$ cat config.mk
export PLATFORM = sky130hd
export DESIGN_NAME = fetch_fsm
export DESIGN_NICKNAME = d
export VERILOG_FILES = /design/src/rtl/mem_pkg.sv /design/src/rtl/fetch_pkg.sv /design/src/rtl/fetch_fsm.sv
export SDC_FILE = /design/constraint.sdc
export NUM_CORES = 1
export LEC_CHECK = 0
export ABC_AREA = 1
export BUFFER_PORTS_ARGS = -buffer_cell sky130_fd_sc_hd__buf_2
export CORE_UTILIZATION = 43
export CTS_BUF_LIST = sky130_fd_sc_hd__clkbuf_4 sky130_fd_sc_hd__clkbuf_8
export CTS_CLUSTER_SIZE = 30
export DETAILED_ROUTE_END_ITERATION = 10
export PLACE_DENSITY = 0.84
export SYNTH_ARGS = -nofsm -noshare
export SYNTH_HDL_FRONTEND = slang
export SYNTH_SLANG_ARGS = --single-unit
$ cat constraint.sdc
create_clock -name clk -period 1.7 [get_ports clk]
set_input_delay 0.17 -clock clk [delete_from_list [all_inputs] [get_ports clk]]
set_output_delay 0.17 -clock clk [all_outputs]
set_load 0.1 [all_outputs]
$ cat src/rtl/mem_pkg.sv
package mem_pkg;

    // byte address and data word
    localparam int addr_w = 32;
    localparam int word_w = 32;

    // 4 KB per memory
    localparam int depth_words = 1024;
    // word index from addr[11:2]
    localparam int idx_w = 10;

    typedef logic [word_w-1:0] word_t;
    typedef logic [addr_w-1:0] addr_t;
    typedef logic [idx_w-1:0]  idx_t;

    // one data memory access
    typedef struct packed {
        logic                  ena;
        // one bit per byte lane
        logic [word_w/8-1:0]   wea;
        addr_t                 addr;
        word_t                 wdata;
    } data_req_t;

    // one loader write into instruction memory
    typedef struct packed {
        logic  en;
        idx_t  idx;
        word_t data;
    } load_req_t;

endpackage

$ cat src/rtl/fetch_pkg.sv
package fetch_pkg;

    // first fetch after reset
    localparam mem_pkg::addr_t reset_pc = '0;

    // two words per fetch
    localparam mem_pkg::addr_t fetch_step = mem_pkg::addr_t'(8);

    // fetch control states
    typedef enum logic [1:0] {
        idle,
        run,
        hold,
        load
    } fetch_state_t;

    // valid is a single-cycle pulse
    typedef struct packed {
        logic           valid;
        mem_pkg::addr_t pc;
    } redirect_t;

    // what the core sees each cycle
    typedef struct packed {
        mem_pkg::addr_t pc;
        // word at pc
        mem_pkg::word_t inst_1;
        // word at pc + 4
        mem_pkg::word_t inst_2;
        logic           ok_1;
        // low when pc + 4 would wrap past the end
        logic           ok_2;
    } fetch_bundle_t;

endpackage

$ cat src/rtl/fetch_fsm.sv
`timescale 1ns/100ps

module fetch_fsm (
    input  logic           clk,
    input  logic           rst,
    input  logic           fetch_en,
    input  logic           stall,
    input  logic           load_en,
    input  logic           redirect_valid,
    input  mem_pkg::addr_t next_pc,
    output logic           issue,
    output logic           take_redirect,
    output logic           inst_ena,
    output mem_pkg::addr_t bundle_pc,
    output logic           ok_1,
    output logic           ok_2
);

    fetch_pkg::fetch_state_t state;
    fetch_pkg::fetch_state_t state_next;
    logic                    last_word;

    // loader over enable over back-pressure
    always_comb begin
        if (load_en) begin
            state_next = fetch_pkg::load;
        end else if (!fetch_en) begin
            state_next = fetch_pkg::idle;
        end else if (stall) begin
            state_next = fetch_pkg::hold;
        end else begin
            state_next = fetch_pkg::run;
        end
    end

    // fetch goes out in the same cycle the inputs allow it
    // never while reset is held
    assign issue = rst && (state_next == fetch_pkg::run);
    assign inst_ena = issue;

    // redirect (fresh or stored) steers this cycle's fetch
    assign take_redirect = issue & redirect_valid;

    // second word of the pair would wrap to index 0
    assign last_word = (next_pc[mem_pkg::idx_w+1:2] == mem_pkg::idx_t'(mem_pkg::depth_words - 1));

    always_ff @(posedge clk) begin
        if (!rst) begin
            state <= fetch_pkg::idle;
        end else begin
            state <= state_next;
        end
    end

    // ok flags track the fetch now in the RAM output registers
    always_ff @(posedge clk) begin
        if (!rst) begin
            ok_1 <= 1'b0;
            ok_2 <= 1'b0;
        end else if (issue) begin
            ok_1 <= 1'b1;
            ok_2 <= ~last_word;
        end else if (state == fetch_pkg::idle || state == fetch_pkg::load) begin
            // one cycle after leaving run
            ok_1 <= 1'b0;
            ok_2 <= 1'b0;
        end
    end

    // bundle pc held through stalls
    always_ff @(posedge clk) begin
        if (issue) begin
            bundle_pc <= next_pc;
        end
    end

endmodule

==> run summary <==
status -> finished, final reports clean
Final Hold Fails -> 0
hpwl dp -> 1860 um
Starting DRT DRC Count -> 12
first-pass GRT wire length -> 3200 um
Max Cap Viol -> 0
sequential fraction of the synthesis area -> 88.0%
Req. time, crit path -> 1.53 ns
initial core utilization -> 46.5%
Final Slew Violations -> 0
CP Launch Type -> primary input
peak fanout along the critical path -> 34
Post-synth EDFFs -> 32
CP arrival -> 1.31 ns
Cells after Synth -> 68
total gr overflow -> 0
largest net degree at the start of global routing -> 35
top cell type's share of synthesized area -> 81.3%
layout cells sized above 1 -> 55.2%
worst-skew pair later-pin latency -> 0.32 ns
syn_area_per_cell -> 17.4 um^2
FILL cells -> 210
CTS Sinks -> 36
min Tclk post-route -> 1.48 ns
min-delay worst type -> primary input to flop
Final setup viols -> 0
GRT Util Overall -> 16.8%
register bit total from synthesis -> 36
Synth Flop Type -> edfxtp_1
DR WL met2 -> 1290 um
num ports -> 75
Mapped Area -> 1180 um^2
Post-Syn Nets -> 106
post-route ant nets -> 0
Max VDD drop -> 0.661 mV
detail-routed via count per cell -> 4.54
CTS HTree Levels -> 2
Synth area leaders -> edfxtp_1 81%, dfxtp_1 6.8%, nand2_1 3.2%
root buf cell -> clkbuf_4
total length of routed wires -> 2470 um
Crit Path Category -> primary input to primary output
DIE HEIGHT -> 54.4 um
hold_ws -> 0.0162 ns
DR vias -> 835
number of global-route vias before repair -> 751
Least-Margin Pin Slew -> 0.502 ns
CTS buffer count -> 5
Final #Nets -> 192
fin util -> 67.8%
die footprint -> 2960 um^2
Die X -> 54.4 um
post-synth top area cell -> edfxtp_1
Post-synth top cells -> 32 x edfxtp_1, 10 x nand2_1, 9 x inv_1
Pre-antenna DRT Iters -> 4
ANT cells -> 0
synthesis-to-finish area growth -> 46.0%
PwrDens -> 992 nW/um^2
routed length per instance -> 13.4 um
post-CTS setup buffer count -> 0
RSZ-0062 raised after global routing -> false
met3 wire len -> 266 um
clk buf depth -> 2
post-route clock period utilization -> 86.8%
Worst setup EP type -> primary output
warnings from Yosys -> 0
# hold bufs at CTS -> 0
clk_skew -> 0.00552 ns
P_leak -> 0.000770 uW
initial antenna violation count -> 0
post-synth cell types -> 11
PortBufs -> 74
placer congestion estimate -> 0.662
CTS tree -> built
ys async rst share -> 0%
cts repair resizes -> 0
highest metal used -> met4
row cnt -> 18
setup TNS -> 0 ns
# DRC -> 0
fmax -> 678 MHz
CTS clk-pin slew, worst paths -> 0.09 ns
count leader, synth -> edfxtp_1
Slew HR -> 66.8%
worst slack, placed -> 0.227 ns
Core Region -> 2540 um^2
setup ws final -> 0.225 ns
WL met1 -> 878 um
[final timing paths]
| kind | cells past startpoint | slack, ns | to | startpoint |
|---|---|---|---|---|
| max | 6 | 0.22 | inst_ena | load_en |
| min | 1 | 0.02 | bundle_pc[25] | next_pc[25] |
| max reg2reg | 6 | 0.87 | ok_2 | state[0] |
| min reg2reg | 2 | 0.57 | ok_1 | ok_1 |
[metrics by stage]
| step | power [uW] | instances | area [um^2] |
|---|---|---|---|
| floorplan | 1240 | 68 | 1190 |
| global placement | 1310 | 172 | 1630 |
| detailed placement | 1320 | 172 | 1630 |
| CTS | 1720 | 179 | 1680 |
| global route | 1780 | 184 | 1730 |
| finish | 1710 | 184 | 1730 |
[cells by family (layout without fill, tap and decap cells)]
| family | after synthesis | in the layout | share of synthesized area, % |
|---|---|---|---|
| flops | 36 | 36 | 88.0 |
| simple gates | 19 | 19 | 7.20 |
| buf+inv | 10 | 96 | 3.49 |
| compound gates | 3 | 3 | 1.27 |
[power by group]
part	switching, uW	internal, uW	total (uW)
Clock	239	168	407
Sequential	8.04	993	1000
Combinational	240	65.1	305
Total	487	1230	1710
[state kept, by name, indices dropped and copies added, names as in the netlist]
signal and cells:
bundle_pc 32, ok_2 1, state 2, ok_1 1
[per-layer routing]
| layer | vias to the layer above | GRT usage (%) |
|---|---|---|
| met5 | - | 0 |
| met4 | 0 | 7.69 |
| met3 | 5 | 6.39 |
| met2 | 58 | 32.1 |
| met1 | 365 | 15.1 |
| li1 | 407 | - |
[cell type report]
class / count / area [um^2] / share of cell area (%)
Clock buffer: 6 / 45.0 / 2.61
Sequential cell: 36 / 1040 / 60.3
Inverter: 9 / 37.5 / 2.17
Clock inverter: 1 / 5.00 / 0.290
Multi-Input combinational cell: 22 / 103 / 5.94
Timing Repair Buffer: 80 / 458 / 26.5
Tap cell: 30 / 37.5 / 2.17
[critical path, cell delays in order]
cell	delay [ns]
buf_2	0.10
inv_1	0.09
nand4_2	0.20
clkinvlp_4	0.12
buf_4	0.39
buf_12	0.23
[layout by cell type (no fill, tap or decap)]
cell	n
clkinvlp_4	1
a21oi_1	2
buf_2	72
inv_1	8
buf_4	1
clkbuf_4	6
buf_12	2
nand4_1	1
edfxtp_1	32
dlygate4sd3_1	5
clkinv_2	1
nor2_1	4
dfxtp_1	4
nand4_2	1
o21ai_0	1
nand3_1	2
nor2_2	1
nand2_1	10
Note: power is estimated with default switching activity, not from simulation.
