[config.mk]
export PLATFORM = sky130hd
export DESIGN_NAME = pc_counter
export DESIGN_NICKNAME = d
export VERILOG_FILES = /design/src/rtl/mem_pkg.sv /design/src/rtl/fetch_pkg.sv /design/src/rtl/pc_counter.sv
export SDC_FILE = /design/constraint.sdc
export NUM_CORES = 1
export LEC_CHECK = 0
export ABC_AREA = 1
export BUFFER_PORTS_ARGS = -buffer_cell sky130_fd_sc_hd__buf_2
export CAP_MARGIN = 20
export CORE_MARGIN = 2
export CORE_UTILIZATION = 51
export CTS_CLUSTER_DIAMETER = 50
export DETAILED_ROUTE_END_ITERATION = 8
export PLACE_DENSITY = 0.86
export SLEW_MARGIN = 20
export SYNTH_ARGS = -nofsm -noshare
export SYNTH_HDL_FRONTEND = slang
export SYNTH_SLANG_ARGS = --single-unit
export TNS_END_PERCENT = 20
[constraint.sdc]
create_clock -name clk -period 3.3 [get_ports clk]
set_input_delay 0.165 -clock clk [delete_from_list [all_inputs] [get_ports clk]]
set_output_delay 0.165 -clock clk [all_outputs]
set_load 0.01 [all_outputs]
[src/rtl/mem_pkg.sv]
package mem_pkg;

    // byte address and data word
    localparam int addr_w = 32;
    localparam int word_w = 32;

    // 4 KB per memory
    localparam int depth_words = 1024;
    // word index from addr[11:2]
    localparam int idx_w = 10;

    typedef logic [word_w-1:0] word_t;
    typedef logic [addr_w-1:0] addr_t;
    typedef logic [idx_w-1:0]  idx_t;

    // one data memory access
    typedef struct packed {
        logic                  ena;
        // one bit per byte lane
        logic [word_w/8-1:0]   wea;
        addr_t                 addr;
        word_t                 wdata;
    } data_req_t;

    // one loader write into instruction memory
    typedef struct packed {
        logic  en;
        idx_t  idx;
        word_t data;
    } load_req_t;

endpackage

[src/rtl/fetch_pkg.sv]
package fetch_pkg;

    // first fetch after reset
    localparam mem_pkg::addr_t reset_pc = '0;

    // two words per fetch
    localparam mem_pkg::addr_t fetch_step = mem_pkg::addr_t'(8);

    // fetch control states
    typedef enum logic [1:0] {
        idle,
        run,
        hold,
        load
    } fetch_state_t;

    // valid is a single-cycle pulse
    typedef struct packed {
        logic           valid;
        mem_pkg::addr_t pc;
    } redirect_t;

    // what the core sees each cycle
    typedef struct packed {
        mem_pkg::addr_t pc;
        // word at pc
        mem_pkg::word_t inst_1;
        // word at pc + 4
        mem_pkg::word_t inst_2;
        logic           ok_1;
        // low when pc + 4 would wrap past the end
        logic           ok_2;
    } fetch_bundle_t;

endpackage

[src/rtl/pc_counter.sv]
`timescale 1ns/100ps

module pc_counter (
    input  logic                 clk,
    input  logic                 rst,
    input  logic                 issue,
    input  logic                 take_redirect,
    input  fetch_pkg::redirect_t redirect,
    output mem_pkg::addr_t       next_pc,
    output logic                 redirect_pending
);

    mem_pkg::addr_t pc_q;
    mem_pkg::addr_t pend_pc;
    mem_pkg::addr_t target;
    mem_pkg::addr_t stepped;

    // a fresh pulse beats the stored target
    assign target = redirect.valid ? redirect.pc : pend_pc;
    assign next_pc = take_redirect ? target : pc_q;

    // keep within the 4 KB of memory
    assign stepped = (next_pc + fetch_pkg::fetch_step)
                   & mem_pkg::addr_t'(mem_pkg::depth_words * 4 - 1);

    always_ff @(posedge clk) begin
        if (!rst) begin
            pc_q             <= fetch_pkg::reset_pc;
            redirect_pending <= 1'b0;
        end else if (issue) begin
            pc_q             <= stepped;
            redirect_pending <= 1'b0;
        end else if (redirect.valid) begin
            // no fetch this cycle, remember it
            redirect_pending <= 1'b1;
        end
    end

    // target of a redirect seen while fetch was blocked
    always_ff @(posedge clk) begin
        if (!issue && redirect.valid) begin
            pend_pc <= redirect.pc;
        end
    end

endmodule

==> run_results.csv, run 1 <==
group,metric,value,unit
cts,post-cts-setup-buffer-count,0,
setup_path,critical_path_required,3.49,ns
timing,hold_viol,0,
global_route,grt_pass1_wl,8120,um
global_route,grt_use_met3,0.0633,
synth,yosys_warnings,0,
hold_path,whs_path_depth,1,
synth,synthDistinctLibCells,26,
synth,synth-xor-area-share,0,
final_layout,fin_cells,392,
cts,cts-hold-fix-buffers,0,
final_layout,area_growth,18.3,%
final_layout,utilization,0.627,
global_route,use_met1,0.246,
place,placed_area,2620,sq um
synth,synth_compound_area_frac,0.0960,
drt,avgViaCountPerCell,5.11,
timing,worst_slack,1.42,ns
power,seq_power_share,0.516,
setup_path,critPathLaunchType,"input pin",
timing,rsz0062_at_grt,"no",
synth,synth_area_per_cell,8.33,sq um
setup_path,r2r_slack,1.64,ns
die,pin_count,70,
die,coreArea,4350,sq um
setup_path,worstPathMaxFanout,35,
die,die_x,71.3,um
timing,finalSetupTns,0,ns
synth,synth-seq-cells,45,
synth,yosys-mux-area-fraction,0,
setup_path,reg2reg_from,"pend_pc[3]",
global_route,antenna_found_initial,0,
run,maxCapViolations,0,
drt,vias,2002,
outcome,status,"complete, no violations",
timing,tightest_slew,0.685,ns
power,p_int,0.947,mW
setup_path,worstReg2RegEnd,"pc_q[9]",
synth,synth_top_family_by_area,"simple AND/OR/NAND/NOR gates",
synth,synth_fa_ha_area_frac,0.00542,
die,design.die.area,5080,sq um
setup_path,crit_start,"redirect[32]",
drt,drt_iter0_drc,151,
power,p_switching,0.327,mW
synth,syn_nets,315,
setup_path,crit_chain,"buf_2, inv_6, nand2_1, nand3_1, nand2_1, ha_1, nand3_1, nor2_2, nand2_1, o21ai_0, o21ai_1",
timing,finalClockSkew,0.00980,ns
setup_path,worstRegToRegCells,10,
cts,clk_latency,0.30,ns
final_layout,final_cell_mix,"69 x buf_2, 59 x nor2_1, 58 x nand2_1",
die,initial_utilization,0.530,
final_layout,layout.nets,377,
place,hpwl,3480,um
hold_path,hp-class,"in -> reg",
place,place_worst_setup_slack,1.13,ns
setup_path,criticalPathCategory,"in -> reg",
cts,clock-sinks,45,
drt,routed_wl,4980,um
global_route,grt_usage,0.203,
die,die_h,71.3,um
timing,whs,0.0488,ns
global_route,overflow,0,
setup_path,cpMostUsedCell,"nand2_1",
drt,drtPass1Iterations,4,
hold_path,hp-start,"redirect[4]",
timing,max_freq,0.533,GHz
power,irDropWorstVdd,331,uV
synth,yosysSeqAreaShare,0.529,
power,swShare,0.257,
global_route,busiest_layer,"met2",
timing,finalMaxSlewViolations,0,
global_route,grt_pass1_vias,1854,
synth,synth_cells,277,
hold_path,min_to,"pend_pc[4]",
cts,h-tree-depth,2,
final_layout,drive_gt1_frac,0.297,
place,dp.cells,384,
drt,detail-route-antenna-nets,0,
global_route,grt_max_degree,46,
die,core.rowCount,24,
timing,period_share,0.568,
cts,root_buffer,"clkbuf_8",
cts,clk_pin_slew,0.09,ns
synth,syn_area,2310,sq um
setup_path,crit_slowest_cell,"buf_2",
cts,cts_resized,0,
cts,clock_path_buffers,2,
power,p_clk_frac,0.318,
timing,relSlewSlack,0.543,
global_route,met2_usage,0.341,
final_layout,diodes,0,
cts,cts_made_buffers,5,
final_layout,fin_area,2730,sq um
drt,drt-wirelength-per-cell,12.7,um
power,p_total,1.27,mW
place,routabilityCongestion,0.837,
final_layout,final_common_cell,"buf_2",
timing,period_needed,1.88,ns
setup_path,max_stage_delay,0.45,ns
power,p_leak,1.24,nW
timing,setup_viol,0,
setup_path,endpoint_kind,"flip-flop",
power,p_comb_frac,0.166,
cts,cts_tree,"built",
synth,synthSimpleGateAreaFrac,0.285,
power,powerDensity,467,nW/um^2
drt,drc,0,
place,portBuffers,69,
setup_path,worstPathArrival,2.07,ns
==> flip-flops by register name, summed over array words and instances, names as in the netlist <==
signal and flops:
pc_q 12, pend_pc 32, redirect_pending 1
==> routing by layer <==
metal / share of wire / routed length, um
met1: 0.41 / 2070
met2: 0.51 / 2550
met3: 0.059 / 292
met4: 0.015 / 74
met5: 0 / 0
==> power groups by stage <==
| stage | clock, mW | sequential, mW | combinational [mW] |
|---|---|---|---|
| 5_1_grt | 0.437 | 0.660 | 0.238 |
| 3_3_place_gp | 0 | 0.668 | 0.209 |
| 4_1_cts | 0.411 | 0.657 | 0.213 |
| 3_5_place_dp | 0 | 0.670 | 0.211 |
| 6_report | 0.405 | 0.657 | 0.211 |
| 2_1_floorplan | 0 | 0.666 | 0.142 |
==> cell usage after synthesis (all sizes together) <==
cell | n | share of area
nand2 | 69 | 0.12
nor2 | 63 | 0.11
o21ai | 35 | 0.076
edfxtp | 32 | 0.42
inv | 21 | 0.036
nand3 | 16 | 0.044
dfxtp | 13 | 0.11
buf | 9 | 0.036
clkbuf | 6 | 0.0098
o22ai | 4 | 0.011
or2 | 3 | 0.0081
a21oi | 1 | 0.0022
a22o | 1 | 0.0038
clkinv | 1 | 0.0016
ha | 1 | 0.0054
nand4 | 1 | 0.0027
o211ai | 1 | 0.0033
==> worst max-delay path by stage <==
| stage | endpoint | slack (ns) | cells past startpoint |
|---|---|---|---|
| after global placement | pc_q[9] | 1.20 | 11 |
| after CTS | pc_q[9] | 1.43 | 11 |
| final | pc_q[9] | 1.42 | 11 |
| after floorplan | pend_pc[0] | 0.87 | 5 |
| after detailed placement | pc_q[9] | 1.13 | 11 |
| after global routing | pc_q[9] | 1.10 | 11 |
==> final cells by class <==
type	count	area (sq um)
Clock buffer	6	72.6
Tap cell	52	65.1
Sequential cell	45	1220
Clock inverter	2	35.0
Multi-Input combinational cell	195	895
Inverter	22	87.6
Timing Repair Buffer	70	353
Fill cell	362	1630
==> worst max-delay path: cells and delay by family <==
family	cells	cell delay, ns
AND/OR/NAND/NOR	6	0.81
buffers and inverters	2	0.66
AO/OA/AOI/OAI	2	0.23
adder cells (fa/ha/maj)	1	0.20
==> kinds of logic after synthesis <==
family,after synthesis
compound gates,42
fa+ha+maj,1
buf+inv,37
flops,45
simple gates,152
(Power assumes the default switching activity.)
==> run 2: changes to the inputs <==
--- a/config.mk
+++ b/config.mk
@@ -5,11 +5,11 @@
 export SDC_FILE = /design/constraint.sdc
 export NUM_CORES = 1
 export LEC_CHECK = 0
-export ABC_AREA = 1
+export ABC_AREA = 0
 export BUFFER_PORTS_ARGS = -buffer_cell sky130_fd_sc_hd__buf_2
 export CAP_MARGIN = 20
 export CORE_MARGIN = 2
-export CORE_UTILIZATION = 51
+export CORE_UTILIZATION = 50
 export CTS_CLUSTER_DIAMETER = 50
 export DETAILED_ROUTE_END_ITERATION = 8
 export PLACE_DENSITY = 0.86
==> constraint.sdc (replaced) <==
create_clock -name clk -period 1.9 [get_ports clk]
set_input_delay 0.095 -clock clk [delete_from_list [all_inputs] [get_ports clk]]
set_output_delay 0.095 -clock clk [all_outputs]
set_load 0.01 [all_outputs]
==> run_results.csv, run 2 <==
group,metric,value,unit
synth,synth_top_area_cell,"edfxtp_1",
hold_path,hp-class,"in -> reg",
setup_path,crit_slowest_cell,"or3_1",
timing,finalMaxSlewViolations,0,
synth,synth-seq-cells,45,
final_layout,diodes,0,
die,design.die.area,4960,sq um
synth,synth_compound_area_frac,0.0907,
outcome,status,"complete, no violations",
final_layout,top_register,"pend_pc",
die,initial_utilization,0.514,
timing,rsz0062_at_grt,"no",
timing,worst_slack,0.184,ns
final_layout,area_growth,37.1,%
final_layout,largest_register_ffs,32,
synth,yosys.cell_count.top_type,"mux2i_1",
cts,clk_latency,0.29,ns
synth,syn_area,2210,sq um
place,place_worst_setup_slack,0.104,ns
synth,synth_cells,184,
drt,drtPass1Iterations,4,
run,maxCapViolations,0,
final_layout,layout.nets,325,
cts,cts_made_buffers,5,
timing,finalSetupTns,0,ns
timing,relSlewSlack,0.718,
synth,synth_area_per_cell,12.0,sq um
drt,detail-route-antenna-nets,0,
power,p_leak,1.32,nW
synth,synthSimpleGateAreaFrac,0.122,
timing,max_freq,0.583,GHz
final_layout,final_common_cell,"buf_2",
final_layout,reg.largest.list,"pend_pc x32, pc_q x12, redirect_pending x1",
place,routabilityCongestion,0.836,
setup_path,critPathLaunchType,"flip-flop",
final_layout,fillers,323,
synth,synth_top_family_by_area,"multiplexers",
drt,drc,0,
setup_path,path_buf_inv,1,
global_route,grt_pass1_wl,8090,um
global_route,grt_usage,0.207,
timing,hold_viol,0,
cts,post-cts-setup-buffer-count,0,
setup_path,crit_chain,"mux2i_1, a21oi_2, ha_2, inv_1, a211oi_2, nand3_1, or3_1, a31oi_1",
synth,yosysTopAreaCellShare,0.435,
final_layout,final_cell_mix,"69 x buf_2, 36 x mux2i_1, 32 x dlygate4sd3_1, 32 x edfxtp_1, 20 x nor2b_1",
final_layout,seq_area,1220,sq um
synth,yosys_warnings,0,
timing,period_share,0.903,
global_route,antenna_found_initial,0,
synth,yosysSeqAreaShare,0.553,
timing,finalClockSkew,0.00679,ns
cts,root_buffer,"clkbuf_8",
synth,synth_edf_count,32,
cts,h-tree-depth,2,
die,core.rowCount,24,
die,die_x,70.4,um
timing,period_needed,1.72,ns
global_route,grt_max_degree,42,
final_layout,multi_input_comb_area,893,sq um
die,pin_count,70,
timing,setup_viol,0,
die,die_h,70.4,um
setup_path,crit_family,"compound AO/OA/AOI/OAI gates",
timing,tightest_slew,0.424,ns
synth,yosys-mux-area-fraction,0.163,
setup_path,r2r_slack,0.18,ns
cts,cts_tree,"built",
power,powerDensity,722,nW/um^2
synth,async_flop_share,0,
power,p_total,2.19,mW
hold_path,hp-start,"rst",
drt,drt_iter0_drc,108,
power,irDropWorstVdd,436,uV
setup_path,worstPathMaxFanout,3,
synth,synth_fa_ha_area_frac,0.00567,
cts,clock_path_buffers,2,
drt,drt-wirelength-per-cell,13.5,um
setup_path,criticalPathCategory,"reg -> reg",
global_route,grt_pass1_vias,1745,
synth,syn_nets,222,
setup_path,endpoint_kind,"flip-flop",
drt,vias,1734,
setup_path,worstPathArrival,1.95,ns
place,portBuffers,69,
final_layout,drive_gt1_frac,0.323,
place,hpwl,3130,um
cts,clock-sinks,45,
drt,routed_wl,4590,um
setup_path,max_stage_delay,0.35,ns
final_layout,utilization,0.705,
global_route,overflow,0,
synth,synthDistinctLibCells,29,
setup_path,critical_path_required,2.13,ns
setup_path,crit_start,"pend_pc[4]",
setup_path,reg2reg_from,"pend_pc[4]",
synth,yosys-top-cells-area,"edfxtp_1 44%, mux2i_1 16%, dfxtp_1 12%, nor2b_1 6.0%, nor2_1 3.2%",
die,coreArea,4290,sq um
synth,yosys-top-cells-count,"36 x mux2i_1, 32 x edfxtp_1, 21 x nor2b_1, 19 x nor2_1, 13 x dfxtp_1",
synth,synth-xor-area-share,0.0159,
cts,clk_pin_slew,0.08,ns
drt,avgViaCountPerCell,5.10,
synth,synth_flop_cell,"edfxtp_1",
run 2: changes by cell type in the layout (fill, tap and decap cells not counted), moves of 20 or more:
cell,before,now
o21ai_0,33,8
mux2i_1,0,36
nor2b_1,0,20
nand2_1,58,1
nor2_1,59,19
dlygate4sd3_1,0,32
run 2: area by class of cell:
cell class | instances | share of cell area
clock buffers | 8 | 0.0298
well taps | 52 | 0.0215
repair buffers | 110 | 0.246
flip-flops and latches | 45 | 0.403
inverters | 3 | 0.00372
multi-input cells | 122 | 0.295
run 2: routing by layer:
| layer | share of wire | global-route usage |
|---|---|---|
| met1 | 0.45 | 0.262 |
| met2 | 0.50 | 0.358 |
| met3 | 0.041 | 0.0476 |
| met4 | 0.011 | 0.0513 |
| met5 | 0 | 0 |
run 2: worst min-delay path, cell delays in order:
cell and delay (ns):
buf_2 0.14, o21ai_0 0.08, a31oi_1 0.04
run 2: kinds of logic after synthesis:
logic type | Yosys count
adders and majority gates | 1
AOI/OAI and AO/OA | 30
xor gates and xnor gates | 4
DFF | 45
muxes | 36
buffers and inverters | 17
and+or+nand+nor | 51
run 2: final timing paths:
| kind | depth (start not counted) | end |
|---|---|---|
| worst max-delay path | 8 | pc_q[11] |
| worst min-delay path | 3 | pc_q[8] |
| worst max register to register | 8 | pc_q[11] |
| worst min register to register | 2 | pc_q[3] |
run 2: timing repair:
| item | in CTS | in global routing |
|---|---|---|
| endpoints found under the hold margin | 31 | 1 |
| gates resized for setup | 0 | 2 |
| hold buffers | 31 | 1 |
| endpoints found under the setup margin | 0 | 2 |
run 2: metrics by stage:
stage	instances	hold slack [ns]	instance area, sq um
after floorplan	184	0.194	2210
after global placement	300	0.287	2610
after detailed placement	300	0.289	2610
after CTS	339	0.00473	3010
after global routing	340	0.0933	3030
final	340	0.0976	3030
run 2: where the power goes:
group / internal, mW / total (mW) / switching, mW
registers: 1.12 / 1.15 / 0.0230
clock network: 0.297 / 0.595 / 0.299
logic: 0.219 / 0.444 / 0.226
==> run 3: changes to the inputs <==
==> constraint.sdc (replaced) <==
create_clock -name clk -period 1.8 [get_ports clk]
set_input_delay 0.09 -clock clk [delete_from_list [all_inputs] [get_ports clk]]
set_output_delay 0.09 -clock clk [all_outputs]
set_load 0.01 [all_outputs]
==> run_results.csv, run 3 (synthesis results as in run 2) <==
group,metric,value,unit
outcome,status,"complete, no violations",
setup_path,reg2reg_from,"pend_pc[4]",
setup_path,critPathLaunchType,"flip-flop",
cts,root_buffer,"clkbuf_8",
timing,hold_viol,0,
timing,relSlewSlack,0.712,
timing,whs,0.0950,ns
power,irDropWorstVdd,521,uV
drt,drc,0,
final_layout,reg.largest.list,"pend_pc x32, pc_q x12, redirect_pending x1",
timing,period_share,0.947,
place,placed_area,2610,sq um
hold_path,hp-class,"in -> reg",
power,powerDensity,797,nW/um^2
drt,drt_iter0_drc,61,
global_route,grt_pass1_vias,1695,
setup_path,crit_start,"pend_pc[4]",
global_route,antenna_found_initial,0,
place,portBuffers,69,
final_layout,largest_register_ffs,32,
die,design.die.area,4960,sq um
final_layout,utilization,0.715,
drt,drtPass1Iterations,4,
setup_path,worstReg2RegEnd,"pc_q[11]",
final_layout,final_cell_mix,"69 x buf_2, 36 x mux2i_1, 32 x dlygate4sd3_1, 32 x edfxtp_1, 20 x nor2b_1",
cts,clk_latency,0.29,ns
die,core.rowCount,24,
cts,clock-sinks,45,
final_layout,area_growth,39.1,%
timing,finalMaxSlewViolations,0,
setup_path,criticalPathCategory,"reg -> reg",
setup_path,endpoint_kind,"flip-flop",
hold_path,hp-start,"rst",
hold_path,whs_path_depth,3,
setup_path,worstRegToRegCells,8,
drt,drt-wirelength-per-cell,13.5,um
place,place_worst_setup_slack,0.00988,ns
setup_path,worstPathMaxFanout,2,
global_route,grt_usage,0.199,
timing,rsz0062_at_grt,"yes",
final_layout,diodes,0,
cts,cts_made_buffers,5,
final_layout,fillers,309,
power,p_leak,1.35,nW
hold_path,min_to,"pc_q[9]",
timing,max_freq,0.586,GHz
timing,worst_slack,0.0945,ns
die,die_x,70.4,um
final_layout,layout.nets,329,
cts,clock_path_buffers,2,
global_route,overflow,0,
timing,period_needed,1.71,ns
final_layout,top_register,"pend_pc",
cts,clk_pin_slew,0.09,ns
drt,detail-route-antenna-nets,0,
setup_path,worstPathArrival,1.93,ns
final_layout,drive_gt1_frac,0.342,
die,initial_utilization,0.514,
place,hpwl,3080,um
die,die_h,70.4,um
global_route,grt_pass1_wl,7830,um
place,routabilityCongestion,0.778,
drt,avgViaCountPerCell,5.02,
run,maxCapViolations,0,
global_route,grt_max_degree,24,
cts,cts_tree,"built",
drt,vias,1726,
cts,h-tree-depth,2,
drt,routed_wl,4640,um
setup_path,critical_path_required,2.03,ns
die,coreArea,4290,sq um
final_layout,fin_area,3070,sq um
timing,tightest_slew,0.432,ns
setup_path,r2r_slack,0.09,ns
final_layout,final_common_cell,"buf_2",
timing,finalClockSkew,0.00544,ns
timing,setup_viol,0,
die,pin_count,70,
[run 3: cell count changes in the layout (fill, tap and decap cells not counted)]
cell,change
inv_1,-1
clkinvlp_4,+1
clkbuf_8,-1
inv_2,+1
clkbuf_1,-2
buf_4,+5
bufinv_16,+1
clkinv_4,+1
buf_12,-1
[run 3: worst max path at each step]
stage | endpoint | slack [ns] | cells after the start
after global placement | pc_q[11] | 0.10 | 8
after detailed placement | pc_q[11] | 0.01 | 8
after CTS | pc_q[11] | 0.06 | 8
after floorplan | pc_q[11] | -0.02 | 8
final | pc_q[11] | 0.09 | 8
after global routing | pc_q[11] | -0.04 | 8
[run 3: routing by layer]
metal  vias up  GRT usage  routed length, um
li1        881          -                  -
met1       787      0.262               2070
met2        56      0.338               2300
met3         2     0.0433                265
met4         0     0.0449                 10
met5         -          0                  0
[run 3: per-stage QoR]
step,TNS (ns),power (mW),cells
after floorplan,-0.0190,1.50,184
after CTS,0,2.45,342
final,0,2.45,344
after global placement,0,1.63,302
after detailed placement,0,1.65,302
after global routing,-0.0382,2.57,344
[run 3: cell type report]
cell class	count	area, sq um	area share
flip-flops and latches	45	1220	0.398
multi-input cells	122	893	0.291
repair buffers	114	763	0.249
clock buffers	5	68.8	0.0224
well taps	52	65.1	0.0212
clock inverters	3	46.3	0.0151
inverters	3	11.3	0.00367
[run 3: power by group]
part           switching, mW  internal [mW]
clock                  0.340          0.415
sequential            0.0245           1.19
combinational          0.241          0.239
total                  0.606           1.84
[run 3: worst max-delay path, cell delays in order (launching register included)]
cell      delay (ns)
edfxtp_1        0.33
mux2i_1         0.08
a21oi_2         0.17
ha_2            0.21
inv_2           0.04
a211oi_2        0.22
nand3_1         0.11
or3_1           0.32
a31oi_1         0.17
[run 3: what timing repair did]
item | 4_1_cts | 5_1_grt
hold buffers | 32 | 0
endpoints found under the setup margin | 1 | 1
buffers inserted | 0 | 2
endpoints found under the hold margin | 32 | 0
pin swaps | 0 | 7
gates resized for setup | 1 | 2
